--- src/hdl/ooo_config.svh ---
`ifndef OOO_CONFIG_SVH
`define OOO_CONFIG_SVH

// lanes per instruction group, lane 0 is the oldest
`define OOO_LANES 2

// architectural registers, r0 reads as zero
`define OOO_AREGS 16

// physical registers, p0 is never handed out
`define OOO_PREGS 48

// datapath width
`define OOO_XLEN 32

`endif

--- src/hdl/ooo_pkg.sv ---
`default_nettype none
`include "ooo_config.svh"

package ooo_pkg;

    typedef logic [$clog2(`OOO_AREGS)-1:0] areg_t;
    typedef logic [$clog2(`OOO_PREGS)-1:0] preg_t;

    typedef enum logic [2:0] {
        op_li,
        op_add,
        op_sub,
        op_and,
        op_or,
        op_xor
    } opcode_e;

    typedef struct packed {
        logic        valid;
        opcode_e     op;
        areg_t       rd;
        areg_t       rs1;
        areg_t       rs2;
        logic [15:0] imm;       // zero-extended for op_li
    } inst_t;

    typedef struct packed {
        logic            valid;
        opcode_e         op;
        logic [15:0]     imm;
        areg_t           rd;
        preg_t [1:0]     prs;   // renamed sources
        preg_t           prd;
        preg_t           prd_old; // freed at writeback
    } ren_bundle_t;

    typedef struct packed {
        logic            valid;
        opcode_e         op;
        logic [15:0]     imm;
        areg_t           rd;
        preg_t [1:0]     prs;
        preg_t           prd;
        preg_t           prd_old;
    } iss_bundle_t;

    typedef struct packed {
        logic                 valid;
        areg_t                rd;
        preg_t                prd;
        preg_t                prd_old;
        logic [`OOO_XLEN-1:0] value;
    } exe_bundle_t;

    typedef struct packed {
        logic                 valid;
        areg_t                rd;
        logic [`OOO_XLEN-1:0] value;
    } wb_t;

endpackage

`default_nettype wire

--- src/hdl/issue_stage.sv ---
`timescale 1ns/1ps
`default_nettype none
`include "ooo_config.svh"

module issue_stage (
    input  wire logic                                      clk,
    input  wire logic                                      rst_n,
    input  wire ooo_pkg::ren_bundle_t [`OOO_LANES-1:0]     ren_bundle,
    input  wire logic [`OOO_LANES-1:0][1:0]                busy_resp,
    input  wire ooo_pkg::exe_bundle_t [`OOO_LANES-1:0]     exe_bundle,
    output logic                                           take,
    output ooo_pkg::iss_bundle_t [`OOO_LANES-1:0]          iss_bundle
);
    import ooo_pkg::*;

    iss_bundle_t [`OOO_LANES-1:0] held;
    logic [`OOO_LANES-1:0][1:0]   src_busy;
    logic [`OOO_LANES-1:0][1:0]   src_wait;   // busy after this cycle's wakeup
    logic [`OOO_LANES-1:0]        fire;
    logic                         older_ok;

    always_comb begin
        older_ok = 1'b1;
        take     = 1'b1;
        for (int l = 0; l < `OOO_LANES; l++) begin
            for (int s = 0; s < 2; s++) begin
                src_wait[l][s] = src_busy[l][s];
                for (int k = 0; k < `OOO_LANES; k++) begin
                    if (exe_bundle[k].valid && exe_bundle[k].prd == held[l].prs[s]) begin
                        src_wait[l][s] = 1'b0;
                    end
                end
            end
            fire[l]  = held[l].valid && src_wait[l] == 2'b00 && older_ok;
            older_ok = older_ok && (fire[l] || !held[l].valid);  // keep order
            if (held[l].valid && !fire[l]) begin
                take = 1'b0;
            end
            iss_bundle[l]       = held[l];
            iss_bundle[l].valid = fire[l];
        end
    end

    always_ff @(posedge clk) begin
        if (!rst_n) begin
            for (int l = 0; l < `OOO_LANES; l++) begin
                held[l].valid <= 1'b0;
            end
        end else begin
            for (int l = 0; l < `OOO_LANES; l++) begin
                if (take) begin
                    held[l].valid   <= ren_bundle[l].valid;
                    held[l].op      <= ren_bundle[l].op;
                    held[l].imm     <= ren_bundle[l].imm;
                    held[l].rd      <= ren_bundle[l].rd;
                    held[l].prs     <= ren_bundle[l].prs;
                    held[l].prd     <= ren_bundle[l].prd;
                    held[l].prd_old <= ren_bundle[l].prd_old;
                    src_busy[l]     <= busy_resp[l];
                end else begin
                    if (fire[l]) begin
                        held[l].valid <= 1'b0;
                    end
                    src_busy[l] <= src_wait[l];
                end
            end
        end
    end

endmodule

`default_nettype wire

--- config.mk ---
export PLATFORM = sky130hd
export DESIGN_NAME = issue_stage
export DESIGN_NICKNAME = d
export VERILOG_FILES = /design/src/hdl/ooo_pkg.sv /design/src/hdl/issue_stage.sv
export VERILOG_INCLUDE_DIRS = /design/src /design/src/hdl
export SDC_FILE = /design/constraint.sdc
export NUM_CORES = 1
export LEC_CHECK = 0
export BUFFER_PORTS_ARGS = -buffer_cell sky130_fd_sc_hd__buf_2
export CAP_MARGIN = 20
export CORE_AREA = 2 2 115 117
export CTS_BUF_LIST = sky130_fd_sc_hd__clkbuf_2 sky130_fd_sc_hd__clkbuf_4 sky130_fd_sc_hd__clkbuf_8
export DETAILED_ROUTE_END_ITERATION = 6
export DIE_AREA = 0 0 117 119
export PLACE_DENSITY = 0.66
export SYNTH_ARGS = -nofsm -noshare
export SYNTH_HDL_FRONTEND = slang
export SYNTH_SLANG_ARGS = --single-unit
--- constraint.sdc ---
create_clock -name clk -period 6.95 [get_ports clk]
set_input_delay 0 -clock clk [delete_from_list [all_inputs] [get_ports clk]]
set_output_delay 0 -clock clk [all_outputs]
set_load 0.03 [all_outputs]
==> impl_metrics.py <==
metrics = {
    "timing": {
        "worst_pin_slew_ns": 0.720,
        "max_freq_ghz": 0.362,
        "setup_viol": 0,
        "setup_tns_ns": 0,
        "layout_setup_ws_ns": 4.19,
        "min_period_ns": 2.76,
        "hold_violations": 0,
        "drv_slew": 0,
        "rsz0062_at_grt": "false",
        "finClkSkew_ns": 0.0114,
        "fin_crit_sh": 0.398,
        "slew_headroom": 0.520,
    },
    "finish": {
        "layout.nets": 718,
        "num-fill-cells": 1115,
        "drive_gt1_frac": 0.474,
        "final_cell_mix": "212 x buf_2, 99 x dlygate4sd3_1, 98 x edfxtp_1, 25 x xnor2_1, 20 x xor2_1",
        "final_common_cell": "buf_2",
        "syn2layout_area_growth_pct": 38.5,
    },
    "die": {
        "die_area_um2": 13900,
        "die_y_um": 119,
        "die_x_um": 117,
        "io_pins": 297,
        "fp-row-count": 42,
        "start_util": 0.354,
        "core_area_um2": 12900,
    },
    "run": {
        "maxCapViolCount": 0,
    },
    "clock_network": {
        "cts_inserted_buffers": 9,
        "postCtsSetupBuffers": 0,
        "cts_buffer_depth": 2,
        "cts_hold_buf": 99,
        "root_buffer": "clkbuf_8",
        "htreeDepth": 3,
        "clock-sinks": 100,
        "clk_pin_slew_ns": 0.11,
        "cts_tree": "built",
        "clock_latency_ns": 0.38,
        "ctsResizeCount": 0,
    },
    "drt": {
        "drt_first_pass_iters": 4,
        "wirelength_um": 12700,
        "antenna_left": 0,
        "via_per_inst": 4.27,
        "drt_iter0_markers": 160,
        "vias": 2996,
        "drc": 0,
        "wire_per_inst_um": 18.1,
    },
    "synthesis": {
        "synth_nets": 492,
        "synth_warnings": 0,
        "synth_area_um2": 4560,
        "syn_avg_cell_area_um2": 15.6,
        "synth-seq-cells": 100,
        "synth_seq_area_share": 0.654,
        "synth.distinct_cells": 32,
        "syn_inst": 292,
    },
    "global_routing": {
        "antenna_found_initial": 4,
        "grt_pass1_vias": 3309,
        "grt_usage": 0.183,
        "overflow": 0,
        "grt_pass1_wl_um": 18200,
        "grt_max_degree": 59,
    },
    "power_and_ir_drop": {
        "p_per_area_nw_per_um2": 242,
        "leakage_uw": 0.00258,
        "peakVddDrop_mv": 0.182,
    },
    "min_path": {
        "hold_class": "input port to register",
    },
    "worst_setup_path": {
        "critPathKind": "register to register",
        "r2r_setup_slack_ns": 4.19,
        "cp_top_family": "compound AO/OA/AOI/OAI gates",
        "crit_required_ns": 6.97,
        "crit_fanout": 58,
        "end_kind": "register",
        "start_kind": "register",
        "critPathBufInv": 1,
        "slowest_delay_ns": 0.60,
        "slowest_stage": "buf_4",
        "cp.arrival_ns": 2.79,
        "cp_cell_sequence": "xnor2_1 > nand4_1 > o31ai_1 > o22ai_4 > nor3b_4 > buf_4",
    },
    "placed_design": {
        "pre_cts_slack_ns": 4.16,
        "place.gp.congestion": 0.795,
        "portBuffers": 212,
        "dp_hpwl_um": 8830,
    },
    "status": {
        "outcome": "finished, final reports clean",
    },
}
-- registers in the layout, indices dropped and copies added (netlist names) --
name,cells
iss_bundle,94
src_busy,4
held,2
-- final timing paths --
check / start / endpoint / cells past startpoint
min reg2reg: held[95] / src_busy[2] / 2
max: iss_bundle[21] / iss_bundle[77] / 6
max reg2reg: iss_bundle[21] / iss_bundle[77] / 6
min: busy_resp[0] / src_busy[0] / 3
-- where the power goes --
group,internal [uW],switching (uW)
clock,142,231
sequential,744,36.7
combinational,139,236
-- worst min-delay path, cell delays in order --
cell,delay [ns]
buf_2,0.10
o21ai_0,0.07
o32ai_1,0.10
-- logic make-up (layout without fill, tap and decap cells) --
kind of cell,Yosys count,count (layout),synth area share
flip-flops,100,100,0.654
buffers and inverters,98,329,0.163
XOR/XNOR,48,48,0.0971
AO/OA/AOI/OAI,23,23,0.0538
AND/OR/NAND/NOR,23,23,0.0318
other,0,3,0
-- area by class of cell --
| cell class | instances | area [um^2] | area share |
|---|---|---|---|
| Tap cell | 176 | 220 | 0.0349 |
| Clock inverter | 7 | 75.1 | 0.0119 |
| Multi-Input combinational cell | 94 | 840 | 0.133 |
| Sequential cell | 100 | 2980 | 0.472 |
| Clock buffer | 9 | 124 | 0.0196 |
| Timing Repair Buffer | 313 | 2070 | 0.327 |
| Antenna cell | 3 | 7.51 | 0.00119 |
-- per-layer routing --
metal	GRT usage	part of all wire	vias to the layer above
met4	0.0699	0.023	2
met3	0.0855	0.10	19
met5	0	0.0010	-
li1	-	-	1405
met2	0.286	0.46	168
met1	0.217	0.42	1402
-- stage by stage --
step / hold slack [ns] / cells / util / total power, uW / area, um^2
2_1_floorplan: 0.0989 / 292 / - / 1070 / 4560
3_3_place_gp: 0.177 / 584 / 0.398 / 1120 / 5120
3_5_place_dp: 0.178 / 584 / 0.398 / 1120 / 5120
4_1_cts: 0.0397 / 699 / 0.490 / 1550 / 6310
5_1_grt: 0.0676 / 701 / 0.490 / 1600 / 6310
6_report: 0.0670 / 702 / 0.491 / 1530 / 6320
-- synthesized netlist by cell type --
master / count / area share
buf_6: 3 / 0.0074
o32ai_1: 2 / 0.0038
clkbuf_1: 1 / 0.00082
o22ai_4: 1 / 0.0044
nor2_1: 3 / 0.0025
a21boi_1: 1 / 0.0016
nand2_1: 4 / 0.0033
o21a_1: 1 / 0.0016
o221a_2: 1 / 0.0025
o31ai_2: 1 / 0.0027
o41ai_4: 2 / 0.012
a21oi_1: 1 / 0.0011
nor2_2: 1 / 0.0014
nor3b_2: 1 / 0.0027
o22ai_2: 1 / 0.0027
o31ai_1: 1 / 0.0016
dfxtp_1: 2 / 0.0088
nor4_2: 2 / 0.0055
nor3_1: 2 / 0.0022
xnor2_2: 3 / 0.011
and2_1: 1 / 0.0014
o21ai_0: 2 / 0.0022
o41ai_2: 2 / 0.0071
xor2_1: 20 / 0.038
o22ai_1: 1 / 0.0014
nand4_1: 8 / 0.011
a21bo_2: 2 / 0.0044
buf_4: 94 / 0.15
o21ai_1: 4 / 0.0044
and2_4: 1 / 0.0019
xnor2_1: 25 / 0.048
edfxtp_1: 98 / 0.65
Power figures use the tool's default switching activity.
