### src/hdl/ooo_config.svh
`ifndef OOO_CONFIG_SVH
`define OOO_CONFIG_SVH

// lanes per instruction group, lane 0 is the oldest
`define OOO_LANES 2

// architectural registers, r0 reads as zero
`define OOO_AREGS 16

// physical registers, p0 is never handed out
`define OOO_PREGS 48

// datapath width
`define OOO_XLEN 32

`endif

### src/hdl/ooo_pkg.sv
`default_nettype none
`include "ooo_config.svh"

package ooo_pkg;

    typedef logic [$clog2(`OOO_AREGS)-1:0] areg_t;
    typedef logic [$clog2(`OOO_PREGS)-1:0] preg_t;

    typedef enum logic [2:0] {
        op_li,
        op_add,
        op_sub,
        op_and,
        op_or,
        op_xor
    } opcode_e;

    typedef struct packed {
        logic        valid;
        opcode_e     op;
        areg_t       rd;
        areg_t       rs1;
        areg_t       rs2;
        logic [15:0] imm;       // zero-extended for op_li
    } inst_t;

    typedef struct packed {
        logic            valid;
        opcode_e         op;
        logic [15:0]     imm;
        areg_t           rd;
        preg_t [1:0]     prs;   // renamed sources
        preg_t           prd;
        preg_t           prd_old; // freed at writeback
    } ren_bundle_t;

    typedef struct packed {
        logic            valid;
        opcode_e         op;
        logic [15:0]     imm;
        areg_t           rd;
        preg_t [1:0]     prs;
        preg_t           prd;
        preg_t           prd_old;
    } iss_bundle_t;

    typedef struct packed {
        logic                 valid;
        areg_t                rd;
        preg_t                prd;
        preg_t                prd_old;
        logic [`OOO_XLEN-1:0] value;
    } exe_bundle_t;

    typedef struct packed {
        logic                 valid;
        areg_t                rd;
        logic [`OOO_XLEN-1:0] value;
    } wb_t;

endpackage

`default_nettype wire

### src/hdl/execute_stage.sv
`timescale 1ns/1ps
`default_nettype none
`include "ooo_config.svh"

module execute_stage (
    input  wire logic                                      clk,
    input  wire logic                                      rst_n,
    input  wire ooo_pkg::iss_bundle_t [`OOO_LANES-1:0]     iss_bundle,
    input  wire logic [`OOO_LANES-1:0][1:0][`OOO_XLEN-1:0] reg_resp,
    output ooo_pkg::exe_bundle_t [`OOO_LANES-1:0]          exe_bundle
);
    import ooo_pkg::*;

    function automatic logic [`OOO_XLEN-1:0] alu(
        input opcode_e              op,
        input logic [`OOO_XLEN-1:0] a,
        input logic [`OOO_XLEN-1:0] b,
        input logic [15:0]          imm
    );
        case (op)
            op_li:   alu = {{(`OOO_XLEN-16){1'b0}}, imm};
            op_add:  alu = a + b;
            op_sub:  alu = a - b;
            op_and:  alu = a & b;
            op_or:   alu = a | b;
            op_xor:  alu = a ^ b;
            default: alu = '0;
        endcase
    endfunction

    always_ff @(posedge clk) begin
        for (int l = 0; l < `OOO_LANES; l++) begin
            if (!rst_n) begin
                exe_bundle[l].valid <= 1'b0;
            end else begin
                exe_bundle[l].valid <= iss_bundle[l].valid;
            end
            // result and tags, only meaningful with valid
            exe_bundle[l].rd      <= iss_bundle[l].rd;
            exe_bundle[l].prd     <= iss_bundle[l].prd;
            exe_bundle[l].prd_old <= iss_bundle[l].prd_old;
            exe_bundle[l].value   <= alu(iss_bundle[l].op, reg_resp[l][0],
                                         reg_resp[l][1], iss_bundle[l].imm);
        end
    end

endmodule

`default_nettype wire

### config.mk
export PLATFORM = sky130hd
export DESIGN_NAME = execute_stage
export DESIGN_NICKNAME = d
export VERILOG_FILES = /design/src/hdl/ooo_pkg.sv /design/src/hdl/execute_stage.sv
export VERILOG_INCLUDE_DIRS = /design/src /design/src/hdl
export SDC_FILE = /design/constraint.sdc
export NUM_CORES = 1
export LEC_CHECK = 0
export BUFFER_PORTS_ARGS = -buffer_cell sky130_fd_sc_hd__buf_2
export CORE_ASPECT_RATIO = 1.25
export CORE_MARGIN = 1.5
export CORE_UTILIZATION = 50
export DETAILED_ROUTE_END_ITERATION = 7
export GPL_TIMING_DRIVEN = 0
export PLACE_DENSITY = 0.88
export SYNTH_ARGS = -nofsm -noshare
export SYNTH_HDL_FRONTEND = slang
export SYNTH_SLANG_ARGS = --single-unit
### constraint.sdc
create_clock -name clk -period 8.5 [get_ports clk]
set_input_delay 0.85 -clock clk [delete_from_list [all_inputs] [get_ports clk]]
set_output_delay 0.85 -clock clk [all_outputs]
set_load 0.02 [all_outputs]
==> impl_metrics.json <==
{
  "wl_per_cell_um": 18.22,
  "max-vdd-ir-drop_v": 0.0001481,
  "finalWirelength_um": 35980,
  "cts_tree": "yes",
  "rsz0062_at_grt": "false",
  "die_x_um": 133.3,
  "grt_use_total": 0.3134,
  "ctsResizeCount": 0,
  "netlist_area_mm2": 0.01061,
  "worstPathMaxFanout": 10,
  "holdPathStages": 1,
  "clk_path_buf_depth": 2,
  "max_stage_delay_ns": 0.50,
  "timing.fmax_mhz": 191.9,
  "critPathCaptureType": "register",
  "async_flop_share": 0,
  "gp_congestion": 0.9580,
  "grt_pass1_vias": 10980,
  "dieArea_mm2": 0.02211,
  "clk_pin_slew_ns": 0.09,
  "die_y_um": 165.9,
  "synth_nets": 1805,
  "synthCells": 1385,
  "postLayoutCellArea_mm2": 0.01275,
  "drt_iter0_drc": 625,
  "antenna_found_initial": 5,
  "holdPathEnd": "exe_bundle[86]",
  "fin_hold_ws_ns": 0.5882,
  "synth-edff-count": 0,
  "drive_gt1_frac": 0.1996,
  "finalHoldViolations": 0,
  "worst-setup-path-type": "in2reg",
  "holdCritPathClass": "in2reg",
  "cts_sinks": 98,
  "largest_reg_flops": 98,
  "grt_start_max_net_pins": 21,
  "cp.required_ns": 8.78,
  "largest-register": "exe_bundle",
  "cp_top_family": "compound AO/OA/AOI/OAI gates",
  "cp_slowest_cell": "clkbuf_1",
  "vias": 11390,
  "numPortBuffers": 297,
  "drv_slew": 0,
  "grt_pass1_wl_um": 55330,
  "yosys_warnings": 0,
  "setup_slack_ns": 3.290,
  "synth.distinct_cells": 71,
  "avgSynthCellArea_um2": 7.662,
  "placed_area_mm2": 0.01244,
  "path_cells": "clkbuf_1, clkinv_1, nand3_1, clkbuf_1, o41ai_1, xnor2_1, ha_1, clkbuf_1, a21oi_1, o211ai_1, a21boi_0, o21ai_0, or3b_1, o21ai_1, o21ai_1, xnor2_1, o21ai_0",
  "fin_crit_sh": 0.6130,
  "place_ws_ns": 3.040,
  "worstMarginPinSlew_ns": 0.9000,
  "start_kind": "input port",
  "cts_hold_buf": 0,
  "ys_seq_elements": 98,
  "setup_tns_ns": 0,
  "area_delta_synth_final_pct": 20.17,
  "cts_inserted_buffers": 9,
  "outcome": "completed",
  "drc": 0,
  "setup-violations-final": 0,
  "fillers": 1920,
  "crit_buf_inv": 4,
  "path_common_cell": "clkbuf_1",
  "top_regs": "exe_bundle (98)",
  "synth_top_area_cell": "ha_1",
  "synth.yosys.seq_area_share": 0.1849,
  "leakage_nw": 6.523,
  "final_net_count": 2113,
  "cts_setup_buffers": 0,
  "yosysTopAreaCellShare": 0.2264,
  "min_from": "iss_bundle[53]",
  "dp_hpwl_um": 29450,
  "clockRootBuffer": "clkbuf_16",
  "post-route-min-period_ns": 5.210,
  "initial_core_util": 0.5097,
  "htreeDepth": 3,
  "coreArea_mm2": 0.02082,
  "ys_top_cells_by_area": "ha_1 (23%), dfxtp_1 (18%), xnor2_1 (7.1%)",
  "std_cell_rows": 59,
  "maxSlewHeadroom": 0.3978,
  "viasPerCell": 5.766,
  "critPathArrivalTime_ns": 5.49,
  "power.density_cell_area_mw_per_mm2": 141.0,
  "drt_pass1_iterations": 5,
  "drtAntennaViolNets": 0,
  "io-pin-count": 324,
  "synthFlopType": "dfxtp_1",
  "gr-total-overflow": 0,
  "cap_viol_max_count": 0
}
## per-stage QoR
stage	util	power [mW]	instances
2_1_floorplan	-	1.084	1385
3_3_place_gp	0.5976	1.337	1956
3_5_place_dp	0.5976	1.350	1956
4_1_cts	0.6122	1.798	1972
5_1_grt	0.6126	1.906	1975
6_report	0.6126	1.799	1975
## routing by layer
metal	up-vias	wire length [um]	global-route usage
li1	5447	-	-
met4	2	2079	0.1791
met2	531	17770	0.5670
met3	125	2621	0.05708
met1	5283	13490	0.3397
met5	-	13	0
## power by group
| group | internal [mW] | switching (mW) | leakage [nW] |
|---|---|---|---|
| logic | 0.317 | 0.510 | 5.55 |
| registers | 0.514 | 0.0154 | 0.822 |
| clock network | 0.211 | 0.231 | 0.148 |
## worst max-delay path by stage
stage / startpoint / to / slack [ns] / cells past startpoint
final: iss_bundle[94] / exe_bundle[80] / 3.29 / 17
after global routing: iss_bundle[94] / exe_bundle[80] / 3.01 / 18
after CTS: iss_bundle[94] / exe_bundle[80] / 3.41 / 18
after detailed placement: iss_bundle[94] / exe_bundle[80] / 3.04 / 18
after global placement: iss_bundle[94] / exe_bundle[80] / 3.08 / 18
after floorplan: iss_bundle[94] / exe_bundle[70] / 4.20 / 18
## area by class of cell
cell class | instances | area (um2) | share of cell area
Multi-Input combinational cell | 1061 | 7801 | 0.6118
Sequential cell | 98 | 1962 | 0.1538
Timing Repair Buffer | 297 | 1486 | 0.1166
Inverter | 166 | 623.1 | 0.04886
Tap cell | 274 | 342.8 | 0.02688
Clock buffer | 9 | 225.2 | 0.01766
Buffer | 60 | 225.2 | 0.01766
Clock inverter | 7 | 78.83 | 0.006181
Antenna cell | 3 | 7.507 | 0.0005887
## cell usage in the layout (no fill, tap or decap), types with 16 or more instances in the layout
| cell | netlist | routed |
|---|---|---|
| a21o_1 | 32 | 32 |
| o221ai_1 | 17 | 17 |
| xnor2_1 | 86 | 86 |
| o21ai_0 | 117 | 117 |
| a21oi_1 | 109 | 109 |
| nand2_1 | 105 | 105 |
| nand4_1 | 16 | 16 |
| ha_1 | 192 | 192 |
| nor2_1 | 91 | 91 |
| clkbuf_1 | 54 | 54 |
| inv_1 | 165 | 165 |
| nand3_1 | 16 | 16 |
| buf_2 | 0 | 297 |
| mux2i_1 | 20 | 20 |
| xor2_1 | 30 | 30 |
| nand2b_1 | 19 | 19 |
| dfxtp_1 | 98 | 98 |
| a22oi_1 | 42 | 42 |
## Yosys cell counts (all sizes together), types with 3 or more instances
| master | n |
|---|---|
| a211oi | 6 |
| dfxtp | 98 |
| nand2b | 19 |
| a21o | 32 |
| and2 | 7 |
| a22oi | 42 |
| a31oi | 14 |
| inv | 165 |
| nor2b | 7 |
| a31o | 3 |
| o41ai | 6 |
| xor2 | 30 |
| a21oi | 112 |
| clkbuf | 54 |
| o21bai | 6 |
| nand2 | 105 |
| ha | 192 |
| nand3 | 16 |
| and3 | 12 |
| nor2 | 91 |
| o21ai | 125 |
| o21a | 9 |
| o221ai | 17 |
| xnor2 | 86 |
| nand4 | 16 |
| o211ai | 5 |
| or2 | 5 |
| o31ai | 9 |
| nor3 | 14 |
| a41oi | 6 |
| mux2i | 20 |
| buf | 6 |
| nor4 | 8 |
| o22ai | 7 |
| or3 | 3 |
| a21boi | 3 |
## logic make-up (layout without fill, tap and decap cells)
group           count (synthesis)  in the layout  share of synthesized area
compound gates                422            422                     0.2539
xor+xnor                      116            116                    0.09574
fa+ha+maj                     194            194                     0.2302
buf+inv                       226            539                    0.07994
flops                          98             98                     0.1849
mux                            21             21                    0.01993
other cells                     0              3                          0
simple gates                  308            308                     0.1355
No activity file was read; power rests on OpenSTA's default activity.
